--- src/logic/host_port_pkg.sv ---
package host_port_pkg;

  // host address layout {row, bank, column}
  typedef logic [25:0] host_addr_t;

  localparam int HOST_COL_LSB  = 0;
  localparam int HOST_BANK_LSB = 12;   // also the low end of the page field
  localparam int HOST_ROW_LSB  = 14;

  // one host port request, held until granted
  typedef struct packed {
    logic       req;
    logic       we;     // 1 for write
    host_addr_t addr;
  } port_req_t;

endpackage

--- src/logic/sdram_cmd_pkg.sv ---
package sdram_cmd_pkg;

  // command pins {ras_n, cas_n, we_n}
  typedef enum logic [2:0] {
    cmd_noop = 3'b111,  // no operation
    cmd_actv = 3'b011,  // row open
    cmd_read = 3'b101,
    cmd_wrte = 3'b100,
    cmd_prch = 3'b010,  // row close
    cmd_arsr = 3'b001   // auto refresh
  } sdram_cmd_t;

  typedef logic [11:0] row_t;
  typedef logic [1:0]  bank_t;
  typedef logic [11:0] col_t;

  // open page is row and bank, row in the upper bits
  typedef logic [13:0] page_t;

  // device address pins
  typedef logic [12:0] dev_addr_t;

  // a10 high selects all banks on precharge
  localparam dev_addr_t PRCH_ALL_ADDR = 13'h0400;

endpackage
--- src/logic/sdram_cmd_ctrl.sv ---
`timescale 1ns/1ps

module sdram_cmd_ctrl #(
  parameter int T_RFC = 13,  // refresh to next command
  parameter int T_RCD = 4,   // activate to access
  parameter int T_RP  = 4,   // precharge period
  parameter int T_RW  = 4    // access to next command
) (
  input  logic                       CLK,
  input  logic                       RST,
  input  logic                       refresh_strobe,
  input  host_port_pkg::port_req_t   rand_req,
  input  host_port_pkg::port_req_t   bulk_req,
  output sdram_cmd_pkg::sdram_cmd_t  command,
  output sdram_cmd_pkg::dev_addr_t   address,
  output sdram_cmd_pkg::bank_t       bank,
  output logic                       grant_rand,
  output logic                       grant_bulk
);
  import sdram_cmd_pkg::*;

  logic       issue;
  logic       timer_done;
  logic       hit_rand;
  logic       hit_bulk;
  logic       page_open;
  sdram_cmd_t next_cmd;
  page_t      open_page;

  cmd_sequencer cmd_sequencer_i (
    .CLK            (CLK),
    .RST            (RST),
    .rand_req       (rand_req),
    .bulk_req       (bulk_req),
    .refresh_strobe (refresh_strobe),
    .hit_rand       (hit_rand),
    .hit_bulk       (hit_bulk),
    .page_open      (page_open),
    .timer_done     (timer_done),
    .issue          (issue),
    .next_cmd       (next_cmd)
  );

  cmd_timer #(
    .T_RFC (T_RFC),
    .T_RCD (T_RCD),
    .T_RP  (T_RP),
    .T_RW  (T_RW)
  ) cmd_timer_i (
    .CLK        (CLK),
    .RST        (RST),
    .issue      (issue),
    .next_cmd   (next_cmd),
    .timer_done (timer_done)
  );

  page_tracker page_tracker_i (
    .CLK       (CLK),
    .RST       (RST),
    .issue     (issue),
    .next_cmd  (next_cmd),
    .rand_req  (rand_req),
    .bulk_req  (bulk_req),
    .hit_rand  (hit_rand),
    .hit_bulk  (hit_bulk),
    .page_open (page_open),
    .open_page (open_page)
  );

  cmd_output_reg cmd_output_reg_i (
    .CLK        (CLK),
    .RST        (RST),
    .issue      (issue),
    .hit_rand   (hit_rand),
    .hit_bulk   (hit_bulk),
    .next_cmd   (next_cmd),
    .rand_req   (rand_req),
    .bulk_req   (bulk_req),
    .open_page  (open_page),
    .command    (command),
    .address    (address),
    .bank       (bank),
    .grant_rand (grant_rand),
    .grant_bulk (grant_bulk)
  );

endmodule

--- src/logic/cmd_output_reg.sv ---
`timescale 1ns/1ps

module cmd_output_reg (
  input  logic                       CLK,
  input  logic                       RST,
  input  logic                       issue,
  input  logic                       hit_rand,
  input  logic                       hit_bulk,
  input  sdram_cmd_pkg::sdram_cmd_t  next_cmd,
  input  host_port_pkg::port_req_t   rand_req,
  input  host_port_pkg::port_req_t   bulk_req,
  input  sdram_cmd_pkg::page_t       open_page,
  output sdram_cmd_pkg::sdram_cmd_t  command,
  output sdram_cmd_pkg::dev_addr_t   address,
  output sdram_cmd_pkg::bank_t       bank,
  output logic                       grant_rand,
  output logic                       grant_bulk
);
  import sdram_cmd_pkg::*;
  import host_port_pkg::*;

  port_req_t served;
  row_t      req_row;
  bank_t     req_bank;
  col_t      req_col;
  dev_addr_t fmt_addr;
  bank_t     fmt_bank;
  logic      is_rw;

  assign served   = bulk_req.req ? bulk_req : rand_req;  // bulk first
  assign req_row  = served.addr[HOST_ROW_LSB +: $bits(row_t)];
  assign req_bank = served.addr[HOST_BANK_LSB +: $bits(bank_t)];
  assign req_col  = served.addr[HOST_COL_LSB +: $bits(col_t)];
  assign is_rw    = (next_cmd == cmd_read) || (next_cmd == cmd_wrte);

  always_comb
  begin
    fmt_addr = '0;
    fmt_bank = '0;
    case (next_cmd)
      cmd_actv:
      begin
        fmt_addr = {req_row[11:10], 1'b0, req_row[9:0]};  // a10 kept low
        fmt_bank = req_bank;
      end
      cmd_read,
      cmd_wrte:
      begin
        fmt_addr = {req_col, 1'b0};
        fmt_bank = open_page[$bits(bank_t)-1:0];  // bank of the open row
      end
      cmd_prch: fmt_addr = PRCH_ALL_ADDR;
      default:  fmt_addr = '0;
    endcase
  end

  always_ff @(posedge CLK)
  begin
    if (!RST)
    begin
      command    <= cmd_noop;
      address    <= PRCH_ALL_ADDR;
      bank       <= '0;
      grant_rand <= 1'b0;
      grant_bulk <= 1'b0;
    end
    else
    begin
      command    <= issue ? next_cmd : cmd_noop;
      address    <= issue ? fmt_addr : '0;
      bank       <= issue ? fmt_bank : '0;
      grant_bulk <= issue && is_rw && bulk_req.req && hit_bulk;
      grant_rand <= issue && is_rw && !bulk_req.req && hit_rand;
    end
  end

endmodule

--- src/logic/page_tracker.sv ---
`timescale 1ns/1ps

module page_tracker (
  input  logic                       CLK,
  input  logic                       RST,
  input  logic                       issue,
  input  sdram_cmd_pkg::sdram_cmd_t  next_cmd,
  input  host_port_pkg::port_req_t   rand_req,
  input  host_port_pkg::port_req_t   bulk_req,
  output logic                       hit_rand,
  output logic                       hit_bulk,
  output logic                       page_open,
  output sdram_cmd_pkg::page_t       open_page
);
  import sdram_cmd_pkg::*;
  import host_port_pkg::*;

  page_t rand_page;
  page_t bulk_page;

  // row and bank fields of each request
  assign rand_page = rand_req.addr[HOST_BANK_LSB +: $bits(page_t)];
  assign bulk_page = bulk_req.addr[HOST_BANK_LSB +: $bits(page_t)];

  always_ff @(posedge CLK)
  begin
    if (!RST)
      page_open <= 1'b0;
    else if (issue)
    begin
      case (next_cmd)
        cmd_actv: page_open <= 1'b1;
        cmd_prch: page_open <= 1'b0;  // precharge closes all banks
        default:  page_open <= page_open;
      endcase
    end
  end

  // bulk port wins when both want the row opened
  always_ff @(posedge CLK)
  begin
    if (issue && (next_cmd == cmd_actv))
      open_page <= bulk_req.req ? bulk_page : rand_page;
  end

  assign hit_rand = rand_req.req && page_open && (rand_page == open_page);
  assign hit_bulk = bulk_req.req && page_open && (bulk_page == open_page);

endmodule

--- src/logic/cmd_timer.sv ---
`timescale 1ns/1ps

module cmd_timer #(
  parameter int T_RFC = 13,
  parameter int T_RCD = 4,
  parameter int T_RP  = 4,
  parameter int T_RW  = 4
) (
  input  logic                       CLK,
  input  logic                       RST,
  input  logic                       issue,
  input  sdram_cmd_pkg::sdram_cmd_t  next_cmd,
  output logic                       timer_done
);
  import sdram_cmd_pkg::*;

  localparam int MAX_A   = (T_RFC > T_RCD) ? T_RFC : T_RCD;
  localparam int MAX_B   = (T_RP > T_RW) ? T_RP : T_RW;
  localparam int MAX_GAP = (MAX_A > MAX_B) ? MAX_A : MAX_B;
  localparam int CNT_W   = $clog2(MAX_GAP + 2);

  logic [CNT_W-1:0] count;
  logic [CNT_W-1:0] gap;

  // gap for the command being issued
  always_comb
  begin
    case (next_cmd)
      cmd_arsr: gap = CNT_W'(T_RFC);
      cmd_actv: gap = CNT_W'(T_RCD);
      cmd_prch: gap = CNT_W'(T_RP);
      cmd_read,
      cmd_wrte: gap = CNT_W'(T_RW);
      default:  gap = '0;
    endcase
  end

  always_ff @(posedge CLK)
  begin
    if (!RST)
      count <= '0;
    else if (issue)
      count <= gap;
    else if (count != '0)
      count <= count - 1'b1;  // count down to idle
  end

  assign timer_done = (count == '0);

endmodule

--- src/logic/cmd_sequencer.sv ---
`timescale 1ns/1ps

module cmd_sequencer (
  input  logic                       CLK,
  input  logic                       RST,
  input  host_port_pkg::port_req_t   rand_req,
  input  host_port_pkg::port_req_t   bulk_req,
  input  logic                       refresh_strobe,
  input  logic                       hit_rand,
  input  logic                       hit_bulk,
  input  logic                       page_open,
  input  logic                       timer_done,
  output logic                       issue,
  output sdram_cmd_pkg::sdram_cmd_t  next_cmd
);
  import sdram_cmd_pkg::*;

  typedef enum logic [1:0] {
    st_idle,
    st_issue,
    st_settle
  } seq_state_t;

  seq_state_t state;
  sdram_cmd_t pick_cmd;
  sdram_cmd_t cmd_q;
  logic       refresh_ack;
  logic       refresh_pend;
  logic       work;
  logic       start;

  // command for a port access given its hit state
  function automatic sdram_cmd_t access_cmd(input logic hit, input logic we,
                                            input logic open);
    if (hit)
      return we ? cmd_wrte : cmd_read;
    else if (open)
      return cmd_prch;  // wrong page, close it first
    else
      return cmd_actv;
  endfunction

  assign refresh_pend = refresh_strobe ^ refresh_ack;  // strobe toggles per refresh

  always_comb
  begin
    work     = 1'b1;
    pick_cmd = cmd_noop;
    if (refresh_pend)
      pick_cmd = page_open ? cmd_prch : cmd_arsr;
    else if (bulk_req.req)
      pick_cmd = access_cmd(hit_bulk, bulk_req.we, page_open);
    else if (rand_req.req)
      pick_cmd = access_cmd(hit_rand, rand_req.we, page_open);
    else
      work = 1'b0;
  end

  assign start = (state == st_idle) && timer_done && work;

  always_ff @(posedge CLK)
  begin
    if (!RST)
    begin
      state       <= st_idle;
      refresh_ack <= 1'b0;
    end
    else
    begin
      case (state)
        st_idle:
          if (start)
            state <= st_issue;
        st_issue:
        begin
          if (cmd_q == cmd_arsr)
            refresh_ack <= refresh_strobe;  // refresh served
          state <= st_settle;
        end
        st_settle:
          state <= st_idle;  // page and timer catch up here
        default:
          state <= st_idle;
      endcase
    end
  end

  always_ff @(posedge CLK)
  begin
    if (start)
      cmd_q <= pick_cmd;
  end

  assign issue    = (state == st_issue);
  assign next_cmd = cmd_q;

endmodule

--- config.mk ---
export PLATFORM = sky130hd
export DESIGN_NAME = sdram_cmd_ctrl
export DESIGN_NICKNAME = d
export VERILOG_FILES = /design/src/logic/host_port_pkg.sv /design/src/logic/sdram_cmd_pkg.sv /design/src/logic/sdram_cmd_ctrl.sv /design/src/logic/cmd_output_reg.sv /design/src/logic/page_tracker.sv /design/src/logic/cmd_timer.sv /design/src/logic/cmd_sequencer.sv
export SDC_FILE = /design/constraint.sdc
export NUM_CORES = 1
export LEC_CHECK = 0
export ABC_CLOCK_PERIOD_IN_PS = 4000
export BUFFER_PORTS_ARGS = -buffer_cell sky130_fd_sc_hd__buf_2
export CAP_MARGIN = 5
export CELL_PAD_IN_SITES_DETAIL_PLACEMENT = 0
export CELL_PAD_IN_SITES_GLOBAL_PLACEMENT = 1
export CORE_MARGIN = 2
export CORE_UTILIZATION = 42
export DETAILED_ROUTE_END_ITERATION = 8
export GPL_TIMING_DRIVEN = 0
export PLACE_DENSITY = 0.95
export SLEW_MARGIN = 25
export SYNTH_ARGS = -nofsm -noshare
export SYNTH_HDL_FRONTEND = slang
export SYNTH_HIERARCHICAL = 1
export SYNTH_SLANG_ARGS = --single-unit
export TNS_END_PERCENT = 100
--- constraint.sdc ---
create_clock -name CLK -period 4 [get_ports CLK]
set_input_delay 0.2 -clock CLK [delete_from_list [all_inputs] [get_ports CLK]]
set_output_delay 0.2 -clock CLK [all_outputs]
set_load 0.01 [all_outputs]
==> impl_results.md, run 1 <==
- GR Overflow Total: 0
- R2R depth: 6
- Period utilization: 61.2%
- Critical Path Source: page_tracker_i/open_page[13]$_DFFE_PP_
- Worst skew pair latency: 290 ps
- Share of layout cells above drive strength 1: a little under two fifths
- Post-Syn Area per Cell: 11.1 µm²
- Worst-Margin Slew: 701 ps
- I/O pin cnt: 79
- Chip height: 80.6 µm
- Area contributors post-synth: dfxtp_1, edfxtp_1, mux2i_1, xnor2_1, mux2_2
- TritonRoute pass-1 iters: 4
- Row count: 27
- Tot Pwr: roughly 1.3 mW
- Reg clk slew, reported paths: 80 ps
- Port Buf Inserts: 78
- Post-CTS setup buffers: 0
- Width of the die: 80.6 µm
- Post-Syn Instances: ~220
- CTS tree: yes
- Mapped cell area: approximately 2500 µm²
- Slew Limit Fails: 0
- RePlAce Congestion: 0.808
- CP endpoint: cmd_sequencer_i/next_cmd[0]$_DFFE_PP_
- Area leader, netlist: dfxtp_1
- # fillers: slightly above 500
- Yosys reg bits: 45
- Post-CTS sizing: 0
- Gr usage total: 18.0%
- First-pass GRT wire length: ~8.8 mm
- Initial antenna violation count: 0
- Reg-to-Reg Start: page_tracker_i/open_page[13]$_DFFE_PP_
- Syn nets: 282
- R2R Path End: cmd_sequencer_i/next_cmd[0]$_DFFE_PP_
- DR WL/cell: 15.0 µm
- VDD IR-drop max: 0.000191 V
- Maxcap violations: 0
- Antenna Violating Nets Remaining: 0
- Vias: 1949
- CP Data Required Time: 4100 ps
- Htree depth: 2
- Nets: roughly 370
- Vias in the first global route: 1919
- DIE AREA: 6500 µm²
- Status: finished, final reports clean
- Initial Util: around 44%
- Yosys Warn Count: 6
- Fin. Hold Viols: 0
- FFs w/ async S/R, synth: 0%
- Unrepaired setup endpoints after global routing: no
- Final Core Density: 54.5%
- CP Cell Sequence: xor2_1 > or4_1 > nor4_2 > mux2i_1 > nor3_1 > o32ai_1
- Post-Layout Cell Count: between 300 and 400
- Post-synth EDFFs: 17
- Static Leak: between 1 and 1.5 nW
- Fmax: 409 MHz
- Max incr delay on CP: about 560 ps
- Post-DR vias/cell: approximately 5.1
- Seq/Total Area, Yosys: 43.4%
- Final WL: ~5.7 mm
- Clock sink count: 45
- Setup TNS Final: 0 ps
- Arr. time, crit path: between 2000 and 3000 ps
- Rel. slew slack: approximately 53%
- Setup violators final: 0
- Stages on the worst setup path: 6
- Worst Hold Class: primary input to flop
- PwrDens: 427 nW/µm²
- Critical Path Fanout Max: 4
- Hpwl dp: 4.44 mm
- Core Area: about 5600 µm²
- CP Capture Type: flop
- Cell family with most CP delay: simple AND/OR/NAND/NOR gates
- DP Worst Slack: 1650 ps
- Tmin final: 2450 ps
- Hold buffer count at cts: 0
- Clock Tree Buf Depth: 2
- CP max-delay cell: nor4_2
- WS Path Type: flop to flop
- Synthesis-to-layout area growth: 23.1%
- Type of origin of the critical path: flop
- Antenna diodes: 0
- CTS Buf Count: 5
- Residual DRC: 0
- DP Cell Count: 372
- Root buffer cell: clkbuf_8
- Cell variety after synth: 46
- DRC marker count from the first detailed-route iteration: 167
- Final Worst Setup Slack: ~1600 ps
- Share of the synthesized area in the top cell type: a little under a quarter
- Reg-to-reg slack, setup: 1550 ps
- Clk_skew: 5.47 ps
- WP buf/inv: 0
- Top FF cell, synth: dfxtp_1
- Largest net degree at the start of global routing: 16
## layout by cell type (no fill, tap or decap), types with 3 or more instances in the layout
cell and count:
o21ai_0 3, and2_1 13, xor2_1 7, nand2_1 9, mux2_2 14, edfxtp_1 17
mux2i_1 29, nor2_1 4, inv_1 6, dfxtp_1 28, nand2b_1 3, buf_2 82
xnor2_1 24, or2_2 3, nand4_1 4, o22ai_1 12, nand3_1 4, clkbuf_8 6
## worst register-to-register path, stage by stage (launching register included)
cell and delay [ps]:
edfxtp_1 430, xor2_1 160, or4_1 540, nor4_2 560, mux2i_1 250, nor3_1 60
o32ai_1 250
## layout make-up
cell class / instances / area (µm²) / area share (%)
Multi-Input combinational cell: 163 / 1300 / 42.8
Sequential cell: 45 / 1070 / 35.3
Buffer: 8 / 73.8 / 2.43
Inverter: 6 / 22.5 / 0.742
Tap cell: 72 / 90.1 / 2.97
Clock buffer: 8 / 90.1 / 2.97
Timing Repair Buffer: 78 / 390 / 12.9
## report_power, final
part	leakage, nW	internal [mW]	switching (mW)
sequential	0.382	0.548	0.0573
combinational	0.870	0.196	0.210
clock	0.0455	0.141	0.143
## worst min-delay path by stage
stage                                                  start                                  endpoint  slack [ps]  cells after the start
detailed placement                            refresh_strobe  cmd_sequencer_i/refresh_ack$_SDFFE_PN0P_         480                      3
global route                                  refresh_strobe  cmd_sequencer_i/refresh_ack$_SDFFE_PN0P_         180                      3
floorplan                                                RST     page_tracker_i/page_open$_SDFFE_PN0P_         320                      1
global placement    cmd_sequencer_i/refresh_ack$_SDFFE_PN0P_  cmd_sequencer_i/refresh_ack$_SDFFE_PN0P_         460                      2
finish                                        refresh_strobe  cmd_sequencer_i/refresh_ack$_SDFFE_PN0P_         170                      3
CTS                                           refresh_strobe  cmd_sequencer_i/refresh_ack$_SDFFE_PN0P_         170                      3
## metal layers
layer | global-route usage, % | vias to the layer above | wire, µm
li1 | - | 972 | -
met1 | 23.5 | 915 | 2610
met2 | 28.5 | 52 | 2720
met3 | 4.38 | 10 | 285
met4 | 7.12 | 0 | 93
met5 | 0 | - | 0
## synthesized netlist by cell type (4+ instances only)
| library cell | instances |
|---|---|
| and2_1 | 13 |
| buf_2 | 4 |
| mux2i_1 | 29 |
| nand4_1 | 4 |
| xor2_1 | 7 |
| inv_1 | 6 |
| o22ai_1 | 12 |
| nand2_1 | 9 |
| xnor2_1 | 24 |
| dfxtp_1 | 28 |
| mux2_2 | 14 |
| nor2_1 | 4 |
| edfxtp_1 | 17 |
| nand3_1 | 4 |
## cell families after synthesis
| logic type | synth area share [%] |
|---|---|
| compound gates | 7.97 |
| xor+xnor | 11.0 |
| fa+ha+maj | 0.507 |
| buf+inv | 3.91 |
| flops | 43.4 |
| mux | 18.2 |
| simple gates | 15.0 |
## registers in the layout (all words and copies together) (netlist names)
name                         flops
cmd_output_reg_i/grant_rand      1
cmd_sequencer_i/next_cmd         3
page_tracker_i/page_open         1
cmd_output_reg_i/address        13
cmd_sequencer_i/state            2
cmd_output_reg_i/command         3
cmd_sequencer_i/refresh_ack      1
page_tracker_i/open_page        14
cmd_timer_i/count                4
cmd_output_reg_i/grant_bulk      1
cmd_output_reg_i/bank            2
## metrics by stage
stage	hold WS [ps]	instance area [µm²]
finish	169	3040
CTS	167	3040
global placement	459	2950
detailed placement	477	2950
global route	177	3040
floorplan	318	2470
Note: power is estimated with default switching activity, not from simulation.
==> run 2: changes to the inputs <==
--- a/config.mk
+++ b/config.mk
@@ -5,16 +5,17 @@
 export SDC_FILE = /design/constraint.sdc
 export NUM_CORES = 1
 export LEC_CHECK = 0
-export ABC_CLOCK_PERIOD_IN_PS = 4000
+export ABC_AREA = 1
+export ABC_CLOCK_PERIOD_IN_PS = 2450
 export BUFFER_PORTS_ARGS = -buffer_cell sky130_fd_sc_hd__buf_2
 export CAP_MARGIN = 5
 export CELL_PAD_IN_SITES_DETAIL_PLACEMENT = 0
 export CELL_PAD_IN_SITES_GLOBAL_PLACEMENT = 1
 export CORE_MARGIN = 2
-export CORE_UTILIZATION = 42
+export CORE_UTILIZATION = 36
 export DETAILED_ROUTE_END_ITERATION = 8
 export GPL_TIMING_DRIVEN = 0
-export PLACE_DENSITY = 0.95
+export PLACE_DENSITY = 0.91
 export SLEW_MARGIN = 25
 export SYNTH_ARGS = -nofsm -noshare
 export SYNTH_HDL_FRONTEND = slang
==> constraint.sdc (replaced) <==
create_clock -name CLK -period 2.45 [get_ports CLK]
set_input_delay 0.1225 -clock CLK [delete_from_list [all_inputs] [get_ports CLK]]
set_output_delay 0.1225 -clock CLK [all_outputs]
set_load 0.01 [all_outputs]
==> run 2 against run 1 <==
- clock power up 92%
- first-iteration DRC count up 2.4%
- area after synthesis up 17%
- via count up 45%
- power up 82%
- design area up 15%
- critical path depth up 6
- clock skew up 2.9 ps
- flip-flop and latch count unchanged
- combinational power up 100%
- global-route usage down 0.26 points
- highest routed layer unchanged
==> impl_results.md, run 2 <==
- Most frequent cells in the layout: nand2_1, buf_2, inv_1, nor2_1, dfxtp_1 (was buf_2, mux2i_1, dfxtp_1, xnor2_1, edfxtp_1)
- CP max-delay cell: edfxtp_1 (was nor4_2)
- Top flop regs: page_tracker_i/open_page (14), cmd_output_reg_i/address (13), cmd_timer_i/count (4) (unchanged)
- Synthesis-to-layout area growth: 21.9% (was 23.1%)
- # fillers: 814 (was 519)
- CP Cell Sequence: xnor2_1 > nand2_1 > nor2_1 > nand2_1 > nor2_1 > inv_1 > nand2_1 > nand2_1 > nand2_1 > nand2_1 > nand2_1 > nand2_1 (was xor2_1 > or4_1 > nor4_2 > mux2i_1 > nor3_1 > o32ai_1)
- WP buf/inv: 1 (was 0)
- CTS tree: yes (unchanged)
- Reg-to-reg slack, setup: 620 ps (was 1550 ps)
- Antenna Violating Nets Remaining: 0 (unchanged)
- Port Buf Inserts: 78 (unchanged)
- Area contributors post-synth: nand2_1, dfxtp_1, edfxtp_1, inv_1, nor2_1 (was dfxtp_1, edfxtp_1, mux2i_1, xnor2_1, mux2_2)
- DIE AREA: 8720 µm² (was 6500 µm²)
- Max incr delay on CP: 430 ps (was 560 ps)
- Top reg by flops: page_tracker_i/open_page (unchanged)
- Antenna diodes: 0 (unchanged)
- Rel. slew slack: 57.7% (was 53.3%)
- Setup violators final: 0 (unchanged)
- Vias in the first global route: 2730 (was 1919)
- Worst Hold Class: primary input to flop (unchanged)
- Htree depth: 2 (unchanged)
- Worst skew pair latency: 300 ps (was 290 ps)
- Residual DRC: 0 (unchanged)
- CP Data Required Time: 2500 ps (was 4100 ps)
- Largest net degree at the start of global routing: 15 (was 16)
- TritonRoute pass-1 iters: 5 (was 4)
- Commonest non-fill, non-tap cell in the layout: nand2_1 (was buf_2)
- CTS Buf Count: 5 (unchanged)
- Slew Limit Fails: 0 (unchanged)
- Setup TNS Final: 0 ps (unchanged)
- Synth cell count leaders: nand2_1, inv_1, nor2_1 (was mux2i_1, dfxtp_1, xnor2_1)
- Hold path start: RST (was refresh_strobe)
- Vias: 2826 (was 1949)
- Post-CTS sizing: 0 (unchanged)
- Top FF cell, synth: dfxtp_1 (unchanged)
- Row count: 32 (was 27)
- Clock Tree Buf Depth: 2 (unchanged)
- First-pass GRT wire length: 12.3 mm (was 8.85 mm)
- Hpwl dp: 5.86 mm (was 4.44 mm)
- Status: finished, final reports clean (unchanged)
- VDD IR-drop max: 0.000272 V (was 0.000191 V)
- Yosys Warn Count: 6 (unchanged)
- Mapped cell area: 2880 µm² (was 2470 µm²)
- RePlAce Congestion: 0.831 (was 0.808)
- DR WL/cell: 11.8 µm (was 15.0 µm)
- WS Path Type: flop to flop (unchanged)
- CP Capture Type: flop (unchanged)
- Post-synth EDFFs: 17 (unchanged)
- Maxcap violations: 0 (unchanged)
- Post-Syn Area per Cell: 6.39 µm² (was 11.1 µm²)
- Largest register FFs: 14 (unchanged)
- Hold buffer count at cts: 0 (unchanged)
- Share of the synthesized area in the top cell type: 27.5% (was 22.7%)
- Endpoint, Worst Hold: cmd_output_reg_i/address[10]$_SDFF_PN1_ (was cmd_sequencer_i/refresh_ack$_SDFFE_PN0P_)
- Width of the die: 93.4 µm (was 80.6 µm)
- Fin. Hold Viols: 0 (unchanged)
- Share of layout cells above drive strength 1: 23.5% (was 37.0%)
- Type of origin of the critical path: flop (unchanged)
- Tot Pwr: 2.36 mW (was 1.30 mW)
- Most used cell, CP: nand2_1
- Post-DR vias/cell: 4.43 (was 5.13)
- Cell family with most CP delay: simple AND/OR/NAND/NOR gates (unchanged)
- PwrDens: 674 nW/µm² (was 427 nW/µm²)
- Most common cell in the netlist: nand2_1 (was mux2i_1)
- Chip height: 93.4 µm (was 80.6 µm)
- Arr. time, crit path: 1890 ps (was 2540 ps)
- Cell variety after synth: 31 (was 46)
- Fmax: 545 MHz (was 409 MHz)
- Nets: 595 (was 367)
- Final WL: 7.54 mm (was 5.71 mm)
- Tmin final: 1830 ps (was 2450 ps)
- Syn nets: 510 (was 282)
- DRC marker count from the first detailed-route iteration: 171 (was 167)
- Reg-to-Reg Start: page_tracker_i/open_page[4]$_DFFE_PP_ (was page_tracker_i/open_page[13]$_DFFE_PP_)
- R2R depth: 12 (was 6)
- Core Area: 7730 µm² (was 5570 µm²)
- FFs w/ async S/R, synth: 0% (unchanged)
- Unrepaired setup endpoints after global routing: no (unchanged)
- Initial Util: 37.2% (was 44.2%)
- Reg clk slew, reported paths: 80 ps (about the same)
- Post-Syn Instances: 450 (was 222)
- Root buffer cell: clkbuf_8 (unchanged)
- I/O pin cnt: 79 (unchanged)
- Period utilization: 74.9% (was 61.2%)
- GR Overflow Total: 0 (unchanged)
- Post-CTS setup buffers: 0 (unchanged)
- Critical Path Fanout Max: 4 (unchanged)
- Worst-Margin Slew: 634 ps (was 701 ps)
- Static Leak: 1.89 nW (was 1.30 nW)
- Yosys reg bits: 45 (unchanged)
- Clk_skew: 8.37 ps (was 5.47 ps)
- Seq/Total Area, Yosys: 37.2% (was 43.4%)
- R2R Path End: cmd_sequencer_i/next_cmd[0]$_DFFE_PP_ (unchanged)
- Hold path cells: 2 (was 3)
- Initial antenna violation count: 0 (unchanged)
- Gr usage total: 17.7% (was 18.0%)
- Clock sink count: 45 (unchanged)
- Area leader, netlist: nand2_1 (was dfxtp_1)
-- run 2: cell type report --
| cell class | count | area, µm² | share of cell area, % |
|---|---|---|---|
| Inverter | 75 | 284 | 8.10 |
| Timing Repair Buffer | 78 | 390 | 11.1 |
| Buffer | 11 | 83.8 | 2.39 |
| Multi-Input combinational cell | 319 | 1440 | 41.0 |
| Clock buffer | 8 | 111 | 3.18 |
| Tap cell | 102 | 128 | 3.64 |
| Sequential cell | 45 | 1070 | 30.6 |
-- run 2: worst max-delay path by stage --
| stage | startpoint | to | slack (ps) | cells past startpoint |
|---|---|---|---|---|
| 2_1_floorplan | page_tracker_i/open_page[11]$_DFFE_PP_ | cmd_sequencer_i/next_cmd[0]$_DFFE_PP_ | 870 | 14 |
| 3_5_place_dp | bulk_req[27] | cmd_sequencer_i/next_cmd[0]$_DFFE_PP_ | 590 | 15 |
| 6_report | page_tracker_i/open_page[4]$_DFFE_PP_ | cmd_sequencer_i/next_cmd[0]$_DFFE_PP_ | 620 | 12 |
| 5_1_grt | page_tracker_i/open_page[10]$_DFFE_PP_ | cmd_sequencer_i/next_cmd[0]$_DFFE_PP_ | 350 | 14 |
| 3_3_place_gp | bulk_req[27] | cmd_sequencer_i/next_cmd[0]$_DFFE_PP_ | 600 | 15 |
| 4_1_cts | page_tracker_i/open_page[11]$_DFFE_PP_ | cmd_sequencer_i/next_cmd[0]$_DFFE_PP_ | 630 | 14 |
-- run 2: metal layers --
| metal | vias to the layer above | wire length, µm | track usage, % |
|---|---|---|---|
| li1 | 1520 | - | - |
| met1 | 1229 | 3530 | 23.2 |
| met2 | 71 | 3540 | 30.8 |
| met3 | 6 | 383 | 2.58 |
| met4 | 0 | 85 | 4.17 |
| met5 | - | 0 | 0 |
-- run 2: where the power goes --
part	internal (mW)	switching (mW)	total, mW	leakage, nW
registers	0.893	0.0953	0.989	0.382
clock network	0.292	0.252	0.544	0.0566
logic	0.302	0.527	0.829	1.45
total	1.49	0.874	2.36	1.89
-- run 2: kinds of logic (layout without fill, tap and decap cells) --
family | after synthesis | after routing | share of synthesized area, %
AO/OA/AOI/OAI | 42 | 42 | 9.05
XOR/XNOR | 7 | 7 | 2.13
adder cells (fa/ha/maj) | 1 | 1 | 0.435
buffers and inverters | 86 | 172 | 12.8
flip-flops | 45 | 45 | 37.2
multiplexers | 2 | 2 | 0.783
AND/OR/NAND/NOR | 267 | 267 | 37.6
-- run 2: metrics by stage --
stage | setup WS [ps] | util, % | hold WS [ps] | std cells | cell area, µm²
final | 616 | 45.4 | 108 | 638 | 3500
after global routing | 350 | 45.4 | 120 | 638 | 3500
after CTS | 626 | 45.4 | 91.0 | 638 | 3500
after detailed placement | 594 | 43.9 | 403 | 630 | 3390
after global placement | 600 | 43.9 | 410 | 630 | 3390
after floorplan | 868 | - | 207 | 450 | 2880
